<file path="config.mk">
export PLATFORM = sky130hd
export DESIGN_NAME = ppu_timing_top
export DESIGN_NICKNAME = d
export VERILOG_FILES = /design/src/source/ppu_timing_pkg.sv /design/src/source/ppu_regs_pkg.sv /design/src/source/hv_counters.sv /design/src/source/h_decoder.sv /design/src/source/v_decoder.sv /design/src/source/sync_gen.sv /design/src/source/ppu_apb_regs.sv /design/src/source/ppu_timing_top.sv
export SDC_FILE = /design/constraint.sdc
export NUM_CORES = 1
export LEC_CHECK = 0
export ABC_AREA = 1
export CAP_MARGIN = 10
export CORE_MARGIN = 1
export CORE_UTILIZATION = 45
export DETAILED_ROUTE_END_ITERATION = 10
export DONT_BUFFER_PORTS = 1
export PLACE_DENSITY = 0.65
export SLEW_MARGIN = 20
export SYNTH_ARGS = -nofsm -noshare
export SYNTH_HDL_FRONTEND = slang
export SYNTH_HIERARCHICAL = 1
export SYNTH_SLANG_ARGS = --single-unit
export TNS_END_PERCENT = 20
</file>
<file path="constraint.sdc">
create_clock -name pclk -period 4.2 [get_ports pclk]
set_input_delay 0.84 -clock pclk [delete_from_list [all_inputs] [get_ports pclk]]
set_output_delay 0.84 -clock pclk [all_outputs]
set_load 0.01 [all_outputs]
</file>
<file path="src/source/ppu_timing_pkg.sv">
`default_nettype none

package ppu_timing_pkg;

	////////////////////////////////////////////////////////////
	// beam position and decoder vectors
	////////////////////////////////////////////////////////////

	typedef logic [8:0]  hpos_t; // dot within a scanline from 0 to 340.
	typedef logic [8:0]  vpos_t; // scanline within a frame from 0 to 261.
	typedef logic [23:0] hdec_t; // horizontal PLA match lines.
	typedef logic [8:0]  vdec_t; // vertical PLA match lines.

	// horizontal match lines that the timing logic consumes.
	localparam int HDEC_HSYNC_ON  = 0;  // H=279.
	localparam int HDEC_VIS_END   = 1;  // H=256.
	localparam int HDEC_VISIBLE   = 10; // H<256 with VB and BLNK low.
	localparam int HDEC_HSYNC_OFF = 20; // H=304.
	localparam int HDEC_LINE_END  = 23; // H=340.

	// vertical match lines.
	localparam int VDEC_VSYNC     = 0; // V=247.
	localparam int VDEC_FRAME_END = 2; // V=261.
	localparam int VDEC_VB_START  = 3; // V=241.

	////////////////////////////////////////////////////////////
	// landmarks that the PLA terms decode
	////////////////////////////////////////////////////////////

	localparam int H_DOTS      = 341;
	localparam int V_LINES     = 262;
	localparam int H_VISIBLE   = 256;
	localparam int H_HSYNC_ON  = 279;
	localparam int H_HSYNC_OFF = 304;
	localparam int V_VB_START  = 241;
	localparam int V_VSYNC     = 247;

endpackage

`default_nettype wire

</file>
<file path="src/source/ppu_regs_pkg.sv">
`default_nettype none

package ppu_regs_pkg;

	typedef logic [31:0] apb_data_t;
	typedef logic [11:0] apb_addr_t;

	// register byte offsets.
	localparam apb_addr_t CTRL_OFS   = 12'h000;
	localparam apb_addr_t STATUS_OFS = 12'h004;
	localparam apb_addr_t POS_OFS    = 12'h008;

	// CTRL fields.
	localparam int CTRL_RENDER_BIT = 0; // set to let dots through.
	localparam int CTRL_IRQ_EN_BIT = 1;

	// STATUS fields.
	localparam int STATUS_VBL_BIT = 0; // sticky until it is read.

	// POS holds H in bits 8:0 and V from this bit up.
	localparam int POS_V_LSB = 16;

endpackage

`default_nettype wire

</file>
<file path="src/source/hv_counters.sv">
`timescale 1ns/1ps
`default_nettype none

module hv_counters (
	input  logic                  pclk,
	input  logic                  rst_n,
	input  ppu_timing_pkg::hdec_t hdec,
	input  ppu_timing_pkg::vdec_t vdec,
	output ppu_timing_pkg::hpos_t h,
	output ppu_timing_pkg::vpos_t v
);

	logic line_end;
	logic frame_end;

	// the wrap points come out of the PLA, not from compares here.
	assign line_end  = hdec[ppu_timing_pkg::HDEC_LINE_END];
	assign frame_end = vdec[ppu_timing_pkg::VDEC_FRAME_END];

	////////////////////////////////////////////////////////////
	// dot counter
	////////////////////////////////////////////////////////////

	always_ff @(posedge pclk) begin
		if (!rst_n) begin
			h <= '0;
		end else if (line_end) begin
			h <= '0;
		end else begin
			h <= h + 1'b1;
		end
	end

	////////////////////////////////////////////////////////////
	// scanline counter
	////////////////////////////////////////////////////////////

	always_ff @(posedge pclk) begin
		if (!rst_n) begin
			v <= '0;
		end else if (line_end) begin
			if (frame_end) begin
				v <= '0; // last dot of line 261 starts a new frame.
			end else begin
				v <= v + 1'b1;
			end
		end
	end

endmodule

`default_nettype wire

</file>
<file path="src/source/h_decoder.sv">
`timescale 1ns/1ps
`default_nettype none

module h_decoder (
	input  ppu_timing_pkg::hpos_t h,
	input  logic                  vb,
	input  logic                  blnk,
	output ppu_timing_pkg::hdec_t hdec
);

	ppu_timing_pkg::hpos_t nh;

	assign nh = ~h;

	// each line is a NOR product term over true and inverted H bits.
	assign hdec[0]  = ~(nh[0] | nh[1] | nh[2] | h[3] | nh[4] | h[5] | h[6] | h[7] | nh[8]);
	assign hdec[1]  = ~(h[0] | h[1] | h[2] | h[3] | h[4] | h[5] | h[6] | h[7] | nh[8]);
	assign hdec[2]  = ~(nh[0] | h[1] | h[2] | h[3] | h[4] | h[5] | nh[6] | h[7] | h[8] | blnk);
	assign hdec[3]  = ~(h[3] | h[4] | h[5] | h[6] | h[7]);

	assign hdec[4]  = ~(h[8] | vb);
	assign hdec[5]  = ~(nh[0] | nh[1] | h[2] | h[3] | nh[4] | h[5] | nh[6] | h[7] | nh[8]
		| blnk);

	assign hdec[6]  = ~(nh[0] | nh[1] | nh[2] | nh[3] | nh[4] | nh[5] | h[6] | h[7] | h[8]
		| blnk);
	assign hdec[7]  = ~(nh[0] | nh[1] | nh[2] | nh[3] | nh[4] | nh[5] | nh[6] | nh[7]
		| blnk);
	assign hdec[8]  = ~(h[6] | h[7] | h[8] | blnk);

	assign hdec[9]  = ~(h[6] | h[7] | nh[8] | blnk);
	assign hdec[10] = ~(h[8] | vb | blnk); // the dot is on screen.
	assign hdec[11] = ~(h[1] | h[2] | blnk);
	assign hdec[12] = ~(nh[1] | nh[2]);
	assign hdec[13] = ~(h[1] | nh[2]);

	assign hdec[14] = ~(h[4] | h[5] | nh[6] | nh[8] | blnk);
	assign hdec[15] = ~(h[8] | blnk);
	assign hdec[16] = ~(nh[1] | h[2]);
	assign hdec[17] = ~(h[0] | nh[1] | nh[2] | nh[3] | h[4] | h[5] | h[6] | h[7] | nh[8]);
	assign hdec[18] = ~(h[0] | h[1] | h[2] | nh[3] | h[4] | h[5] | nh[6] | h[7] | nh[8]);

	assign hdec[19] = ~(nh[0] | nh[1] | nh[2] | h[3] | nh[4] | h[5] | h[6] | h[7] | nh[8]);
	assign hdec[20] = ~(h[0] | h[1] | h[2] | h[3] | nh[4] | nh[5] | h[6] | h[7] | nh[8]);
	assign hdec[21] = ~(nh[0] | nh[1] | h[2] | h[3] | h[4] | h[5] | nh[6] | h[7] | nh[8]);
	assign hdec[22] = ~(h[0] | h[1] | nh[2] | h[3] | nh[4] | nh[5] | h[6] | h[7] | nh[8]);
	assign hdec[23] = ~(h[0] | h[1] | nh[2] | h[3] | nh[4] | h[5] | nh[6] | h[7] | nh[8]);

endmodule

`default_nettype wire

</file>
<file path="src/source/v_decoder.sv">
`timescale 1ns/1ps
`default_nettype none

module v_decoder (
	input  ppu_timing_pkg::vpos_t v,
	output ppu_timing_pkg::vdec_t vdec
);

	ppu_timing_pkg::vpos_t nv;

	assign nv = ~v;

	// terms without V[8] also match 256 lines further on, which never happens.
	assign vdec[0] = ~(nv[0] | nv[1] | nv[2] | v[3] | nv[4] | nv[5] | nv[6] | nv[7]);
	assign vdec[1] = ~(v[0] | v[1] | nv[2] | v[3] | nv[4] | nv[5] | nv[6] | nv[7]);
	assign vdec[2] = ~(nv[0] | v[1] | nv[2] | v[3] | v[4] | v[5] | v[6] | v[7] | nv[8]);

	assign vdec[3] = ~(nv[0] | v[1] | v[2] | v[3] | nv[4] | nv[5] | nv[6] | nv[7]);
	assign vdec[4] = ~(nv[0] | v[1] | v[2] | v[3] | nv[4] | nv[5] | nv[6] | nv[7]);
	assign vdec[5] = ~(v[0] | v[1] | v[2] | v[3] | v[4] | v[5] | v[6] | v[7] | v[8]);
	assign vdec[6] = ~(v[0] | v[1] | v[2] | v[3] | nv[4] | nv[5] | nv[6] | nv[7]);
	assign vdec[7] = ~(nv[0] | v[1] | nv[2] | v[3] | v[4] | v[5] | v[6] | v[7] | nv[8]);

	assign vdec[8] = ~(nv[0] | v[1] | nv[2] | v[3] | v[4] | v[5] | v[6] | v[7] | nv[8]);

endmodule

`default_nettype wire

</file>
<file path="src/source/sync_gen.sv">
`timescale 1ns/1ps
`default_nettype none

module sync_gen (
	input  logic                  pclk,
	input  logic                  rst_n,
	input  ppu_timing_pkg::hdec_t hdec,
	input  ppu_timing_pkg::vdec_t vdec,
	output logic                  hsync,
	output logic                  vsync,
	output logic                  vblank,
	output logic                  visible
);

	logic hs_set;
	logic hs_clr;
	logic vb_set;
	logic vb_clr;

	assign hs_set = hdec[ppu_timing_pkg::HDEC_HSYNC_ON];
	assign hs_clr = hdec[ppu_timing_pkg::HDEC_HSYNC_OFF];

	// vertical blank toggles at the end of the visible part of a line.
	assign vb_set = vdec[ppu_timing_pkg::VDEC_VB_START] & hdec[ppu_timing_pkg::HDEC_VIS_END];
	assign vb_clr = vdec[ppu_timing_pkg::VDEC_FRAME_END] & hdec[ppu_timing_pkg::HDEC_VIS_END];

	////////////////////////////////////////////////////////////
	// set/reset flip-flops
	////////////////////////////////////////////////////////////

	always_ff @(posedge pclk) begin
		if (!rst_n) begin
			hsync  <= 1'b0;
			vblank <= 1'b0;
		end else begin
			if (hs_set) begin
				hsync <= 1'b1;
			end else if (hs_clr) begin
				hsync <= 1'b0;
			end
			if (vb_set) begin
				vblank <= 1'b1;
			end else if (vb_clr) begin
				vblank <= 1'b0;
			end
		end
	end

	// single lines are registered one cycle late.
	always_ff @(posedge pclk) begin
		if (!rst_n) begin
			vsync   <= 1'b0;
			visible <= 1'b0;
		end else begin
			vsync   <= vdec[ppu_timing_pkg::VDEC_VSYNC]; // whole of line 247.
			visible <= hdec[ppu_timing_pkg::HDEC_VISIBLE];
		end
	end

endmodule

`default_nettype wire

</file>
<file path="src/source/ppu_apb_regs.sv">
`timescale 1ns/1ps
`default_nettype none

module ppu_apb_regs #(
	parameter int ADDR_W = 12
) (
	input  logic                    pclk,
	input  logic                    rst_n,
	input  logic                    psel,
	input  logic                    penable,
	input  logic                    pwrite,
	input  ppu_regs_pkg::apb_addr_t paddr,
	input  ppu_regs_pkg::apb_data_t pwdata,
	output ppu_regs_pkg::apb_data_t prdata,
	output logic                    pready,
	output logic                    pslverr,
	input  ppu_timing_pkg::hpos_t   h,
	input  ppu_timing_pkg::vpos_t   v,
	input  logic                    vblank,
	output logic                    blnk,
	output logic                    irq
);

	logic [ADDR_W-1:0] ofs;
	logic              access;
	logic              hit_ctrl;
	logic              hit_status;
	logic              hit_pos;
	logic              render_en;
	logic              irq_en;
	logic              vblank_q;
	logic              vbl_flag;
	logic              vbl_rise;

	assign ofs        = paddr[ADDR_W-1:0];
	assign access     = psel & penable; // pready is tied high.
	assign hit_ctrl   = (ofs == ADDR_W'(ppu_regs_pkg::CTRL_OFS));
	assign hit_status = (ofs == ADDR_W'(ppu_regs_pkg::STATUS_OFS));
	assign hit_pos    = (ofs == ADDR_W'(ppu_regs_pkg::POS_OFS));

	assign pready  = 1'b1;
	assign pslverr = access & ~(hit_ctrl | hit_status | hit_pos);
	assign blnk    = ~render_en;

	always_comb begin
		prdata = '0;
		if (hit_ctrl) begin
			prdata[ppu_regs_pkg::CTRL_RENDER_BIT] = render_en;
			prdata[ppu_regs_pkg::CTRL_IRQ_EN_BIT] = irq_en;
		end else if (hit_status) begin
			prdata[ppu_regs_pkg::STATUS_VBL_BIT] = vbl_flag;
		end else if (hit_pos) begin
			prdata[$bits(ppu_timing_pkg::hpos_t)-1:0] = h;
			prdata[ppu_regs_pkg::POS_V_LSB +: $bits(ppu_timing_pkg::vpos_t)] = v;
		end
	end

	////////////////////////////////////////////////////////////
	// control, status and interrupt
	////////////////////////////////////////////////////////////

	assign vbl_rise = vblank & ~vblank_q;

	always_ff @(posedge pclk) begin
		if (!rst_n) begin
			render_en <= 1'b0;
			irq_en    <= 1'b0;
			vblank_q  <= 1'b0;
			vbl_flag  <= 1'b0;
			irq       <= 1'b0;
		end else begin
			if (access && pwrite && hit_ctrl) begin
				render_en <= pwdata[ppu_regs_pkg::CTRL_RENDER_BIT];
				irq_en    <= pwdata[ppu_regs_pkg::CTRL_IRQ_EN_BIT];
			end
			vblank_q <= vblank;
			if (vbl_rise) begin
				vbl_flag <= 1'b1; // a new frame's blank beats a read in flight.
			end else if (access && !pwrite && hit_status) begin
				vbl_flag <= 1'b0;
			end
			irq <= vbl_flag & irq_en;
		end
	end

endmodule

`default_nettype wire

</file>
<file path="src/source/ppu_timing_top.sv">
`timescale 1ns/1ps
`default_nettype none

module ppu_timing_top #(
	parameter int ADDR_W = 12
) (
	input  logic                    pclk,
	input  logic                    rst_n,
	input  logic                    psel,
	input  logic                    penable,
	input  logic                    pwrite,
	input  ppu_regs_pkg::apb_addr_t paddr,
	input  ppu_regs_pkg::apb_data_t pwdata,
	output ppu_regs_pkg::apb_data_t prdata,
	output logic                    pready,
	output logic                    pslverr,
	output logic                    hsync,
	output logic                    vsync,
	output logic                    vblank,
	output logic                    visible,
	output logic                    irq
);

	ppu_timing_pkg::hpos_t h;
	ppu_timing_pkg::vpos_t v;
	ppu_timing_pkg::hdec_t hdec;
	ppu_timing_pkg::vdec_t vdec;
	logic                  blnk;

	hv_counters counters_i (
		.pclk(pclk), .rst_n(rst_n), .hdec(hdec), .vdec(vdec), .h(h), .v(v)
	);

	// vblank loops back into the horizontal PLA as VB.
	h_decoder hpla_i (.h(h), .vb(vblank), .blnk(blnk), .hdec(hdec));

	v_decoder vpla_i (.v(v), .vdec(vdec));

	sync_gen sync_i (
		.pclk(pclk), .rst_n(rst_n), .hdec(hdec), .vdec(vdec),
		.hsync(hsync), .vsync(vsync), .vblank(vblank), .visible(visible)
	);

	ppu_apb_regs #(
		.ADDR_W(ADDR_W)
	) regs_i (
		.pclk(pclk), .rst_n(rst_n),
		.psel(psel), .penable(penable), .pwrite(pwrite), .paddr(paddr),
		.pwdata(pwdata), .prdata(prdata), .pready(pready), .pslverr(pslverr),
		.h(h), .v(v), .vblank(vblank), .blnk(blnk), .irq(irq)
	);

endmodule

`default_nettype wire

</file>
# Yosys cells after proc, flatten, opt, wreduce, memory -nomap -nowiden
# Index checks and enable logic that the tools add are counted.
# classes
n_addsub	2
n_eq_ne	3
mux	15
bitwise_logic	69
reduce_logical	9
# op_table
operator	n
$or A1 B1 Y1	53
$mux W9	5
$add A9 B1 Y9 const B	2
$not A9 Y9	2
$eq A12 B3 Y1 const B	1
$eq A12 B4 Y1 const B	1
$logic_not A12 Y1	1
$mux W8	1
$not A1 Y1	8
$mux W1	7
$mux W7	1
$and A1 B1 Y1	6
$logic_and A1 B1 Y1	4
$reduce_bool A2 Y1	2
$mux W2	1
$ne A2 B2 Y1 const B	1
$reduce_and A2 Y1	1
$logic_not A1 Y1	1
# word_totals
ff_bits	27
in_bits	49
output_inout_bits	39
word_cells	109

# Longest topological paths before layout
# Gate-level depths: netlist (run 1).
# logic_depth
depth_word	13
ltp_mapped	10
depth_no_buf	10

# Hierarchy
# The synthesis (run 1) kept the hierarchy.
# modules_own_cells
module	instances	cells_each	area_per_inst_um2	seq_area_each_um2
hv_counters	1	112	777.0	360.3
ppu_apb_regs	1	107	623.1	100.1
h_decoder	1	69	282.8	0.0
v_decoder	1	30	133.9	0.0
sync_gen	1	16	131.4	80.1

# Worst setup path before layout (run 1)
# No wires, ideal clock.
# synth_path
path_type	input -> output
from	in paddr[11]
to	out prdata[20]
arrival_ns	1.577
t_required_ns	3.360
slack_ns	1.783
stages	6
path_buffers	1
path_cell_list	nor2_1 -> nand2_1 -> nor2_4 -> nand2_4 -> buf_6 -> nor2_2
# synth_via
elab_chain_cells	4
word_cells_on_any_way	6
cone_classes	eq/ne (2); mux (3); reduce/logical (1)
# synth_lines
element	line	rtl
from (decl)	ppu_timing_top.sv:12	input ppu_regs_pkg::apb_addr_t paddr,
$eq A12 B4 Y1	ppu_apb_regs.sv:39	assign hit_pos = (ofs == ADDR_W'(ppu_regs_pkg::POS_OFS));
$mux W9	ppu_apb_regs.sv:52	end else if (hit_pos) begin
$mux W9	ppu_apb_regs.sv:50	end else if (hit_status) begin
$mux W9 *	ppu_apb_regs.sv:47	if (hit_ctrl) begin
to (decl)	ppu_timing_top.sv:14	output ppu_regs_pkg::apb_data_t prdata,
# Every way passes the cells marked *; elsewhere a longest branch is shown, timed or not.

# Final worst setup path (run 1)
# layout_path
from	in paddr[3]
to	out prdata[1]
# layout_via
elab_chain_cells	4
word_cells_on_any_way	6
cone_classes	eq/ne (2); mux (3); reduce/logical (1)
# layout_lines
element	line
$eq A12 B4 Y1	ppu_apb_regs.sv:39
$mux W9	ppu_apb_regs.sv:52
$mux W8	ppu_apb_regs.sv:50
$mux W2 *	ppu_apb_regs.sv:47
# Marks and branches as above.

==> results of run 1 <==
==> report_power, final <==
| part | internal (µW) | switching, µW |
|---|---|---|
| Clock | 66.4 | 77.8 |
| Sequential | 258 | 3.78 |
| Combinational | 7.86 | 21.7 |
==> through the flow <==
stage | instance area, µm² | util, % | instances
2_1_floorplan | 1780 | - | 296
3_3_place_gp | 1710 | 46.3 | 326
3_5_place_dp | 1710 | 46.3 | 326
4_1_cts | 1760 | 47.6 | 330
5_1_grt | 1760 | 47.6 | 330
6_report | 1760 | 47.6 | 330
==> layer usage <==
metal | up-vias | part of all wire (%)
li1 | 832 | -
met1 | 659 | 50
met2 | 57 | 42
met3 | 2 | 7.7
met4 | 0 | 0.50
met5 | - | 0
==> area by class of cell <==
| type | instances | area [µm²] | area share (%) |
|---|---|---|---|
| Clock inverter | 1 | 5.00 | 0.285 |
| Sequential cell | 27 | 541 | 30.8 |
| Tap cell | 48 | 60.1 | 3.42 |
| Multi-Input combinational cell | 215 | 973 | 55.5 |
| Inverter | 36 | 135 | 7.70 |
| Clock buffer | 3 | 41.3 | 2.35 |
==> worst min path at each step <==
stage / slack [ns] / from / cells after the start / to
2_1_floorplan: 0.40 / regs_i/vblank_q / 1 / regs_i/vbl_flag
3_3_place_gp: 0.41 / regs_i/vblank_q / 1 / regs_i/vbl_flag
3_5_place_dp: 0.42 / regs_i/vblank_q / 1 / regs_i/vbl_flag
4_1_cts: 0.43 / regs_i/vblank_q / 1 / regs_i/vbl_flag
5_1_grt: 0.46 / regs_i/vblank_q / 1 / regs_i/vbl_flag
6_report: 0.42 / regs_i/vblank_q / 1 / regs_i/vbl_flag
==> cell usage in the layout (no fill, tap or decap), types with 2 or more instances in the layout <==
master and instances:
a21oi_1 15, clkbuf_8 3, conb_1 15, dfxtp_1 27, ha_1 2, inv_1 35
nand2_1 75, nand3_1 12, nand3b_1 2, nor2_1 59, nor2_2 16, nor3_1 4
o21a_1 2, o21ai_0 4
==> state kept, by name, summed over array words and instances (netlist names) <==
register,count
counters_i/h,9
regs_i/vblank_q,1
regs_i/render_en,1
regs_i/irq_en,1
counters_i/v,9
sync_i/vblank,1
sync_i/hsync,1
regs_i/irq,1
sync_i/vsync,1
regs_i/vbl_flag,1
sync_i/visible,1
==> critical path: cells and delay by family <==
| kind | cells | cell delay [ns] |
|---|---|---|
| AOI/OAI and AO/OA | 1 | 0.28 |
| buffers and inverters | 1 | 0.09 |
| and+or+nand+nor | 3 | 0.85 |
==> results.yml, run 1 <==
run_status:
  status: "finished clean"
drt:
  dr_total_vias: 1550
  wl_per_cell_um: 10.3
  firstDrtPassIters: 5
  detail_route.iter0.violations: 72
  drc_errors: 0
  antenna_left: 0
  wl_um: 3390
  via_per_inst: 4.70
setup_path:
  crit_chain: "inv_1 -> nand2_1 -> nor2_1 -> nand2_1 -> o22ai_1"
  critical_path_arrival_ns: 2.07
  crit-reg2reg-launch: "counters_i/h[4]"
  cp_slowest_cell: "nand2_1"
  worstSetupStartpointType: "primary input"
  regToRegSetupSlack_ns: 2.28
  cp-endpoint: "prdata[1]"
  cp-startpoint: "paddr[3]"
  rr_worst_depth: 9
  reg2reg_to: "counters_i/v[8]"
  critPathCaptureType: "primary output"
  cp_slowest_stage_delay_ns: 0.43
  worstPathMaxFanout: 20
  path_class: "in -> out"
  critPathRequiredTime_ns: 3.36
  path_common_cell: "nand2_1"
clocking:
  cts_hold_buf: 0
  cts_buffers: 3
  cts_resized: 0
  clock-sinks: 27
  cts_tree: "done"
  cts-root-buf: "clkbuf_8"
  cts_buffer_depth: 2
  cts.clk_slew.worst_paths_ns: 0.09
  clock_latency_ns: 0.27
  htree_levels: 1
  postCtsSetupRepairBufs: 0
power_and_ir_drop:
  power_density_nw_per_um2: 248
  power_uw: 436
  leakagePower_uw: 0.000680
  ir_worst_vdd_uv: 152
timing:
  fin_tns_setup_ns: 0
  relSlewSlack_pct: 53.7
  min_period_ns: 2.91
  setup_violations: 0
  worst_slack_ns: 1.29
  worstMarginPinSlew_ns: 0.692
  fin_hold_ws_ns: 0.422
  hold_violations: 0
  post-route-period-util_pct: 69.3
  timing.fmax_mhz: 344
  rsz0062_at_grt: "false"
  fin_worst_skew_ns: 0.00218
  final_max_slew_viol_count: 0
grt:
  grt_pass1_vias: 1212
  met3_usage_pct: 4.64
  use_met1_pct: 22.2
  grt_busiest_layer: "met2"
  grt_use_met2_pct: 27.4
  antenna_found_initial: 0
  grt_pass1_wl_um: 5420
  grt_util_all_layers_pct: 16.9
  overflow: 0
  grt_max_degree: 21
floorplanning:
  die_h_um: 64.1
  io_pins: 88
  fp.coreArea_um2: 3690
  rows: 22
  dieArea_um2: 4110
  initial_utilization_pct: 47.0
  die_x_um: 64.1
final_layout:
  nets: 334
  insertedDiodeCount: 0
  fillCellCount: 410
  syn2layout_area_growth_pct: 1.23
  layout-drive-gt1-share_pct: 9.57
flow_run:
  cap_violations: 0
yosys:
  syn_area_per_cell_um2: 6.13
  netlist_area_um2: 1730
  netlist_instances: 283
  synth_warnings: 6
place:
  place_congestion: 0.799
  post-place-ws_ns: 1.30
  dp_hpwl_um: 2480
  port_buffers: 0
hold_path:
  hp-class: "reg -> reg"
Power figures use the tool's default switching activity.
==> run 2: changes to the inputs <==
--- a/config.mk
+++ b/config.mk
@@ -5,7 +5,7 @@
 export SDC_FILE = /design/constraint.sdc
 export NUM_CORES = 1
 export LEC_CHECK = 0
-export ABC_AREA = 1
+export ABC_AREA = 0
 export CAP_MARGIN = 10
 export CORE_MARGIN = 1
 export CORE_UTILIZATION = 45
==> constraint.sdc (replaced) <==
create_clock -name pclk -period 2.9 [get_ports pclk]
set_input_delay 0.58 -clock pclk [delete_from_list [all_inputs] [get_ports pclk]]
set_output_delay 0.58 -clock pclk [all_outputs]
set_load 0.01 [all_outputs]
==> run 2 against run 1 <==
Combinational power rose by 15%; final area decreased by 2.9%; total power up 43%; critical endpoint is now prdata[8]; worst hold slack better by 0.0089 ns.
==> results.yml, run 2 <==
clocking:
  cts.clk_slew.worst_paths_ns: 0.09
  cts_buffers: 3
  cts_hold_buf: 0
  htree_levels: 1
  clock_latency_ns: 0.27
  clock-sinks: 27
  cts-root-buf: "clkbuf_8"
  cts_tree: "done"
  postCtsSetupRepairBufs: 0
  cts_buffer_depth: 2
  cts_resized: 0
timing:
  rsz0062_at_grt: "false"
  worstMarginPinSlew_ns: 0.502
  hold_violations: 0
  timing.fmax_mhz: 401
  post-route-period-util_pct: 85.9
  fin_hold_ws_ns: 0.431
  min_period_ns: 2.49
  final_max_slew_viol_count: 0
  fin_worst_skew_ns: 0.00269
  relSlewSlack_pct: 66.4
  setup_violations: 0
  fin_tns_setup_ns: 0
final_layout:
  design_area_um2: 1710
  layout-drive-gt1-share_pct: 16.8
  regArea_um2: 541
  nets: 242
  multi_input_area_um2: 1030
  insertedDiodeCount: 0
  reg_top3: "counters_i/h (9), counters_i/v (9)"
  fillCellCount: 338
  final_cell_mix: "dfxtp_1, nand2_1, and2_2"
  final_common_cell: "dfxtp_1"
  syn2layout_area_growth_pct: 0.739
  fin_util_pct: 49.2
setup_path:
  critPathCaptureType: "primary output"
  path_class: "in -> out"
  path_depth: 3
  cp_slowest_stage_delay_ns: 0.57
  rr_worst_depth: 6
  critPathRequiredTime_ns: 2.32
  cp_slowest_cell: "or4_4"
  crit_chain: "or4_4 -> nor3_4 -> and2_2"
  critical_path_arrival_ns: 1.91
  worstSetupStartpointType: "primary input"
  worstPathMaxFanout: 16
  worst_path_dominant_cell_family: "simple AND/OR/NAND/NOR gates"
  path_buf_inv: 0
drt:
  antenna_left: 0
  detail_route.iter0.violations: 59
  drc_errors: 0
  wl_per_cell_um: 12.8
  wl_um: 3020
  firstDrtPassIters: 4
  via_per_inst: 5.43
  dr_total_vias: 1282
hold_path:
  min_delay_path_depth: 1
  hp-class: "in -> reg"
grt:
  overflow: 0
  grt_util_all_layers_pct: 16.4
  antenna_found_initial: 0
  grt_pass1_vias: 1183
  grt_pass1_wl_um: 5300
  grt_max_degree: 19
flow_run:
  cap_violations: 0
place:
  place_area_um2: 1660
  dp_hpwl_um: 2300
  port_buffers: 0
  place_congestion: 0.788
floorplanning:
  io_pins: 88
  die_x_um: 63.3
  dieArea_um2: 4010
  die_h_um: 63.3
  fp.coreArea_um2: 3470
  initial_utilization_pct: 48.8
  rows: 21
run_status:
  status: "finished clean"
power_and_ir_drop:
  leakagePower_uw: 0.000646
  power_density_nw_per_um2: 364
  ir_worst_vdd_uv: 315
yosys:
  syn_area_per_cell_um2: 8.86
  netlist_area_um2: 1690
  synth_warnings: 6
  netlist_instances: 191
==> run 2: worst reg2reg max path, stage by stage, from the launching register on <==
cell and delay [ns]:
dfxtp_1 0.49, nor4bb_1 0.33, nor3b_1 0.23, buf_4 0.21, nand4_2 0.18, or4_1 0.50
nand2_1 0.07
==> run 2: stage by stage <==
stage               setup WS (ns)  cells  total power (µW)
floorplan                   0.544    204               434
global placement            0.412    232               423
global route                0.329    236               653
CTS                         0.390    236               632
detailed placement          0.392    232               423
finish                      0.408    236               621
==> run 2: cell type report <==
| class | instances | share of cell area, % |
|---|---|---|
| multi-input cells | 153 | 60.5 |
| inverters | 4 | 0.880 |
| repair buffers | 2 | 0.880 |
| well taps | 46 | 3.37 |
| clock buffers | 4 | 2.64 |
| flip-flops and latches | 27 | 31.7 |
==> run 2: metal layers <==
| metal | vias to the layer above | global-route usage, % | wire length, µm |
|---|---|---|---|
| met4 | 0 | 5.68 | 29 |
| met2 | 31 | 27.1 | 1550 |
| met3 | 4 | 4.53 | 142 |
| li1 | 640 | - | - |
| met5 | - | 0 | 0 |
| met1 | 607 | 20.3 | 1300 |
==> run 2: worst paths after layout <==
| kind | startpoint | end | slack, ns |
|---|---|---|---|
| setup / recovery | paddr[7] | prdata[8] | 0.41 |
| hold / removal | rst_n | counters_i/v[0] | 0.43 |
| setup reg to reg | counters_i/h[4] | counters_i/v[7] | 0.85 |
| hold reg to reg | regs_i/render_en | regs_i/render_en | 0.50 |
==> run 2: power breakdown <==
| part | switching (µW) | leakage (µW) | total [µW] | internal, µW |
|---|---|---|---|---|
| combinational | 21.4 | 0.000405 | 34.0 | 12.6 |
| clock | 109 | 0.0000228 | 207 | 98.3 |
| sequential | 6.58 | 0.000218 | 381 | 374 |
